### src/mem_defines.svh
`ifndef MEM_DEFINES_SVH
`define MEM_DEFINES_SVH

//////////////////////////////
// bank geometry
//////////////////////////////
`define MEM_COLS    8
`define MEM_LINES   512
`define MEM_WORD_W  64
`define MEM_ELEM_W  16
`define MEM_IDX_W   14
`define MEM_LINE_W  9

//////////////////////////////
// region map, in lines
//////////////////////////////
`define MEM_OFF_B      0
`define MEM_OFF_S      336
`define MEM_OFF_CELLS  420   // seeds, salt and other state words

`define MEM_LEN_B      336
`define MEM_LEN_S      84
`define MEM_LEN_CELLS  8

`endif

### src/mem_pkg.sv
`default_nettype none

`include "mem_defines.svh"

package mem_pkg;

  typedef enum logic [1:0] {
    MODE_WORD,   // one 64-bit word per index
    MODE_ROW,    // all columns of a line
    MODE_ELEM    // one 16-bit element per index
  } mem_mode_e;

  typedef enum logic [1:0] {
    REGION_B,
    REGION_S,
    REGION_CELLS
  } mem_region_e;

  typedef logic [`MEM_IDX_W-1:0]               mem_index_t;
  typedef logic [`MEM_LINE_W-1:0]              line_t;
  typedef logic [`MEM_COLS-1:0]                col_en_t;
  typedef logic [`MEM_WORD_W/8-1:0]            byte_en_t;
  typedef logic [`MEM_WORD_W-1:0]              word_t;
  typedef logic [`MEM_COLS*`MEM_WORD_W-1:0]    row_t;
  typedef logic [`MEM_ELEM_W-1:0]              elem_t;

endpackage

`default_nettype wire

### src/bank_if.sv
`default_nettype none

interface bank_if;
  import mem_pkg::*;

  line_t    line;
  col_en_t  col_en;
  byte_en_t byte_en;
  row_t     wdata;
  row_t     rdata;   // masked, two cycles after the request

  modport port (
    output line,
    output col_en,
    output byte_en,
    output wdata,
    input  rdata
  );

  modport bank (
    input  line,
    input  col_en,
    input  byte_en,
    input  wdata,
    output rdata
  );

endinterface

`default_nettype wire

### src/mem_addr_map.sv
`default_nettype none

`include "mem_defines.svh"

module mem_addr_map (
  input  mem_pkg::mem_region_e i_region,
  input  mem_pkg::mem_mode_e   i_mode,
  input  mem_pkg::mem_index_t  i_index,
  output mem_pkg::line_t       o_line,
  output mem_pkg::col_en_t     o_col_en,
  output mem_pkg::byte_en_t    o_byte_en,
  output mem_pkg::mem_index_t  o_index_next,
  output logic                 o_has_next
);
  import mem_pkg::*;

  line_t      off;
  mem_index_t len;
  mem_index_t last;

  always_comb begin
    case (i_region)
      REGION_S: begin
        off = line_t'(`MEM_OFF_S);
        len = mem_index_t'(`MEM_LEN_S);
      end
      REGION_CELLS: begin
        off = line_t'(`MEM_OFF_CELLS);
        len = mem_index_t'(`MEM_LEN_CELLS);
      end
      default: begin
        off = line_t'(`MEM_OFF_B);
        len = mem_index_t'(`MEM_LEN_B);
      end
    endcase
  end

  //////////////////////////////
  // index to line and lanes
  //////////////////////////////
  always_comb begin
    case (i_mode)
      MODE_ROW: begin
        o_line    = off + line_t'(i_index);
        o_col_en  = '1;
        o_byte_en = '1;
        last      = len - 1'b1;
      end
      MODE_ELEM: begin
        o_line    = off + line_t'(i_index >> 5);          // 32 elems per line
        o_col_en  = col_en_t'(1) << i_index[4:2];
        o_byte_en = byte_en_t'(2'b11) << {i_index[1:0], 1'b0};
        last      = (len << 5) - 1'b1;
      end
      default: begin
        o_line    = off + line_t'(i_index >> 3);
        o_col_en  = col_en_t'(1) << i_index[2:0];
        o_byte_en = '1;
        last      = (len << 3) - 1'b1;
      end
    endcase
  end

  assign o_index_next = i_index + 1'b1;
  assign o_has_next   = (i_index != last);

endmodule

`default_nettype wire

### src/mem_write_port.sv
`default_nettype none

`include "mem_defines.svh"

module mem_write_port (
  input  wire                  i_wr_en,
  input  mem_pkg::mem_region_e i_wr_region,
  input  mem_pkg::mem_mode_e   i_wr_mode,
  input  mem_pkg::mem_index_t  i_wr_index,
  input  mem_pkg::word_t       i_wr_word,
  input  mem_pkg::row_t        i_wr_row,
  input  mem_pkg::elem_t       i_wr_elem,
  output mem_pkg::mem_index_t  o_wr_index_next,
  output logic                 o_wr_has_next,
  bank_if.port                 bus
);
  import mem_pkg::*;

  col_en_t col_en;

  mem_addr_map u_map (
    .i_region     (i_wr_region),
    .i_mode       (i_wr_mode),
    .i_index      (i_wr_index),
    .o_line       (bus.line),
    .o_col_en     (col_en),
    .o_byte_en    (bus.byte_en),
    .o_index_next (o_wr_index_next),
    .o_has_next   (o_wr_has_next)
  );

  assign bus.col_en = col_en & {`MEM_COLS{i_wr_en}};

  // spread the data so any enabled lane sees it
  always_comb begin
    case (i_wr_mode)
      MODE_ROW:  bus.wdata = i_wr_row;
      MODE_ELEM: bus.wdata = {(`MEM_COLS*`MEM_WORD_W/`MEM_ELEM_W){i_wr_elem}};
      default:   bus.wdata = {`MEM_COLS{i_wr_word}};
    endcase
  end

endmodule

`default_nettype wire

### src/flat_wrapper.sv
// flat-port wrapper written by rule: the top's interface ports become plain ports
module mem_write_port_flat import mem_pkg::*;
  (i_wr_en, i_wr_region, i_wr_mode, i_wr_index, i_wr_word, i_wr_row, i_wr_elem, o_wr_index_next, o_wr_has_next, bus_line, bus_col_en, bus_byte_en, bus_wdata, bus_rdata);
  bank_if bus_i ();
  input  wire i_wr_en;
  input  mem_pkg::mem_region_e i_wr_region;
  input  mem_pkg::mem_mode_e i_wr_mode;
  input  mem_pkg::mem_index_t i_wr_index;
  input  mem_pkg::word_t i_wr_word;
  input  mem_pkg::row_t i_wr_row;
  input  mem_pkg::elem_t i_wr_elem;
  output mem_pkg::mem_index_t o_wr_index_next;
  output logic o_wr_has_next;
  output wire logic [$bits(bus_i.line)-1:0] bus_line;
  output wire logic [$bits(bus_i.col_en)-1:0] bus_col_en;
  output wire logic [$bits(bus_i.byte_en)-1:0] bus_byte_en;
  output wire logic [$bits(bus_i.wdata)-1:0] bus_wdata;
  input wire logic [$bits(bus_i.rdata)-1:0] bus_rdata;
  assign bus_line = bus_i.line;
  assign bus_col_en = bus_i.col_en;
  assign bus_byte_en = bus_i.byte_en;
  assign bus_wdata = bus_i.wdata;
  assign bus_i.rdata = bus_rdata;
  mem_write_port u_core (.i_wr_en(i_wr_en), .i_wr_region(i_wr_region), .i_wr_mode(i_wr_mode), .i_wr_index(i_wr_index), .i_wr_word(i_wr_word), .i_wr_row(i_wr_row), .i_wr_elem(i_wr_elem), .o_wr_index_next(o_wr_index_next), .o_wr_has_next(o_wr_has_next), .bus(bus_i));
endmodule
### config.mk
export PLATFORM = sky130hd
export DESIGN_NAME = mem_write_port_flat
export DESIGN_NICKNAME = d
export VERILOG_FILES = /design/src/mem_pkg.sv /design/src/bank_if.sv /design/src/mem_addr_map.sv /design/src/mem_write_port.sv /design/src/flat_wrapper.sv
export VERILOG_INCLUDE_DIRS = /design/src
export SDC_FILE = /design/constraint.sdc
export NUM_CORES = 1
export LEC_CHECK = 0
export BUFFER_PORTS_ARGS = -buffer_cell sky130_fd_sc_hd__buf_2
export CAP_MARGIN = 15
export CELL_PAD_IN_SITES_DETAIL_PLACEMENT = 1
export CELL_PAD_IN_SITES_GLOBAL_PLACEMENT = 2
export CORE_AREA = 5 5 657 659
export DETAILED_ROUTE_END_ITERATION = 8
export DIE_AREA = 0 0 662 664
export PLACE_DENSITY = 0.3
export SLEW_MARGIN = 10
export SYNTH_ARGS = -nofsm -noshare
export SYNTH_HDL_FRONTEND = slang
export SYNTH_SLANG_ARGS = --single-unit
### constraint.sdc
create_clock -name vclk -period 2.7
set_input_delay 0 -clock vclk [all_inputs]
set_output_delay 0 -clock vclk [all_outputs]
set_load 0.02 [all_outputs]
==> results.sh <==
export IMPL_syn_nets=2000
export IMPL_nFillCells=51100
export IMPL_fin_crit_sh_pct=91.5
export IMPL_grt_usage_pct=12.7
export IMPL_place_congestion=0.886
export IMPL_ys_types=46
export IMPL_dpl_cell_count=7728
export IMPL_critPathArrivalTime_ns=2.47
export IMPL_ys_seq_area_share_pct=0
export IMPL_holdCritPathClass="primary input to primary output"
export IMPL_nFlopsAndLatches=0
export IMPL_crit_fanout=65
export IMPL_port_buffers=1163
export IMPL_power_frac_clock_pct=0
export IMPL_syn_to_final_growth_pct=252
export IMPL_p_seq_share_pct=0
export IMPL_worstPathRequired_ns=2.70
export IMPL_nets=3182
export IMPL_synth_top_cell_area_share_pct=60.2
export IMPL_stdcell_count=7903
export IMPL_p_per_area_nw_per_um2=337
export IMPL_vias_per_cell=1.87
export IMPL_final_hold_viol_count=0
export IMPL_synth_area_leaders="a21o_1 60%, buf_4 6.5%, a22o_1 5.6%"
export IMPL_cp_start_kind="primary input"
export IMPL_min_period_ns=2.47
export IMPL_yosysTopAreaCell="a21o_1"
export IMPL_syn_cell_area_um2=6390
export IMPL_drtIter0Drc=737
export IMPL_finalSetupViolCount=0
export IMPL_drc=0
export IMPL_multiInputGateArea_um2=5730
export IMPL_post_cts_buffers=0
export IMPL_pin_count=1675
export IMPL_crit_type="primary input to primary output"
export IMPL_pwr_share_comb_pct=100.0
export IMPL_grt_first_pass_wirelength_um=327000
export IMPL_first_pass_iters=4
export IMPL_antenna_found_initial=400
export IMPL_clkbuf_count=0
export IMPL_leakage_nw=11.3
export IMPL_cp_cell_sequence="buf_2 -> inv_1 -> ha_4 -> buf_12 -> a22o_2 -> buf_12 -> a21o_1 -> buf_2"
export IMPL_fmax_mhz=405
export IMPL_start_util_pct=1.50
export IMPL_num_rows=240
export IMPL_synth_most_common_cell="a21o_1"
export IMPL_crit_path_end_kind="primary output"
export IMPL_worst_pin_slew_ns=0.920
export IMPL_synth_area_per_cell_um2=7.42
export IMPL_overflow=0
export IMPL_cts_resized_gates=0
export IMPL_slowest_delay_ns=0.47
export IMPL_swShare_pct=65.4
export IMPL_slew_viol_final=0
export IMPL_die_height_um=664
export IMPL_setup_tns_ns=0
export IMPL_regArea_um2=0
export IMPL_rsz0062_at_grt="no"
export IMPL_die_area_um2=440000
export IMPL_post_drt_wl_per_cell_um=37.1
export IMPL_final_area_um2=22500
export IMPL_intPower_mw=2.62
export IMPL_ctsHoldBuffers=0
export IMPL_cap_viol_max_count=0
export IMPL_slew_headroom_pct=38.7
export IMPL_yosysWarnings=0
export IMPL_grt_pass1_vias=14300
export IMPL_fin_util_pct=5.29
export IMPL_core_area_um2=426000
export IMPL_place_area_um2=22100
export IMPL_slowest_stage="ha_4"
export IMPL_synth_top_cells_by_count="512 x a21o_1, 55 x buf_4, 41 x a22o_1"
export IMPL_cp_top_family="buffers and inverters"
export IMPL_die_w_um=662
export IMPL_dp_hpwl_um=277000
export IMPL_antenna_left=0
export IMPL_ir_worst_vdd_uv=88.1
export IMPL_outcome="finished, final reports clean"
export IMPL_drive_gt1_share_pct=64.5
export IMPL_p_sw_mw=4.95
export IMPL_syn_inst=861
export IMPL_vias=14800
export IMPL_cp_num_buf_inv=5
export IMPL_grt_max_degree=79
export IMPL_wl_um=293000
## routing by layer
layer | routed length [um] | track usage, %
met5 | 1150 | 0
met2 | 136000 | 21.3
met4 | 5140 | 1.44
met1 | 113000 | 14.1
met3 | 38200 | 7.66
## cell families after synthesis
family,count (synthesis),share of synthesized area (%)
fa+ha+maj,16,3.13
compound gates,631,75.8
xor+xnor,27,3.70
mux,2,0.313
buf+inv,106,10.7
simple gates,79,6.35
## layout by cell type, fill, tap and decap left out, types with 2 or more instances in the layout
cell type,n
buf_4,58
nor2b_4,2
o21a_1,9
a21oi_1,10
a22oi_1,9
o21ai_0,11
a2bb2oi_2,2
xor2_1,11
diode_2,175
a22o_2,26
nor2b_1,2
nor2_1,22
buf_2,1041
and3b_1,2
nand2_1,22
nor3b_1,2
buf_12,177
and3_1,2
nand2b_1,9
inv_1,10
xnor2_1,16
nand3_1,4
a22o_1,38
mux2i_1,2
ha_1,15
nor3_1,2
a31oi_1,2
nand4_1,5
o21bai_1,2
a21o_1,512
## per-stage QoR
| stage | hold WS (ns) | worst slack [ns] | total power, mW |
|---|---|---|---|
| floorplan | 0.104 | 0.403 | 2.58 |
| global placement | 0.319 | 0.132 | 8.01 |
| detailed placement | 0.316 | 0.114 | 7.95 |
| CTS | 0.318 | 0.111 | 7.99 |
| global route | 0.326 | 0.0734 | 8.03 |
| finish | 0.314 | 0.229 | 7.58 |
## tightest hold or removal path, cell delays in order
cell and delay [ns]:
buf_2 0.08, a21o_1 0.09, buf_2 0.15
## path summary, 6_finish.rpt
| path | start | end | slack [ns] | depth (start not counted) |
|---|---|---|---|---|
| hold / removal | i_wr_row[142] | bus_wdata[142] | 0.31 | 3 |
| setup / recovery | i_wr_mode[0] | bus_wdata[37] | 0.23 | 8 |
## power by group through the flow
| stage | logic [mW] | registers, mW | clock network [mW] |
|---|---|---|---|
| after floorplan | 2.58 | 0 | 0 |
| after global routing | 8.03 | 0 | 0.00000428 |
| after CTS | 7.99 | 0 | 0 |
| after detailed placement | 7.95 | 0 | 0 |
| after global placement | 8.01 | 0 | 0 |
| final | 7.58 | 0 | 0.00000923 |
## layout make-up
cell class | instances | share of cell area [%]
inverters | 10 | 0.167
diodes | 175 | 1.95
repair buffers | 1276 | 40.8
multi-input cells | 755 | 25.4
well taps | 5687 | 31.6
(Power assumes the default switching activity.)
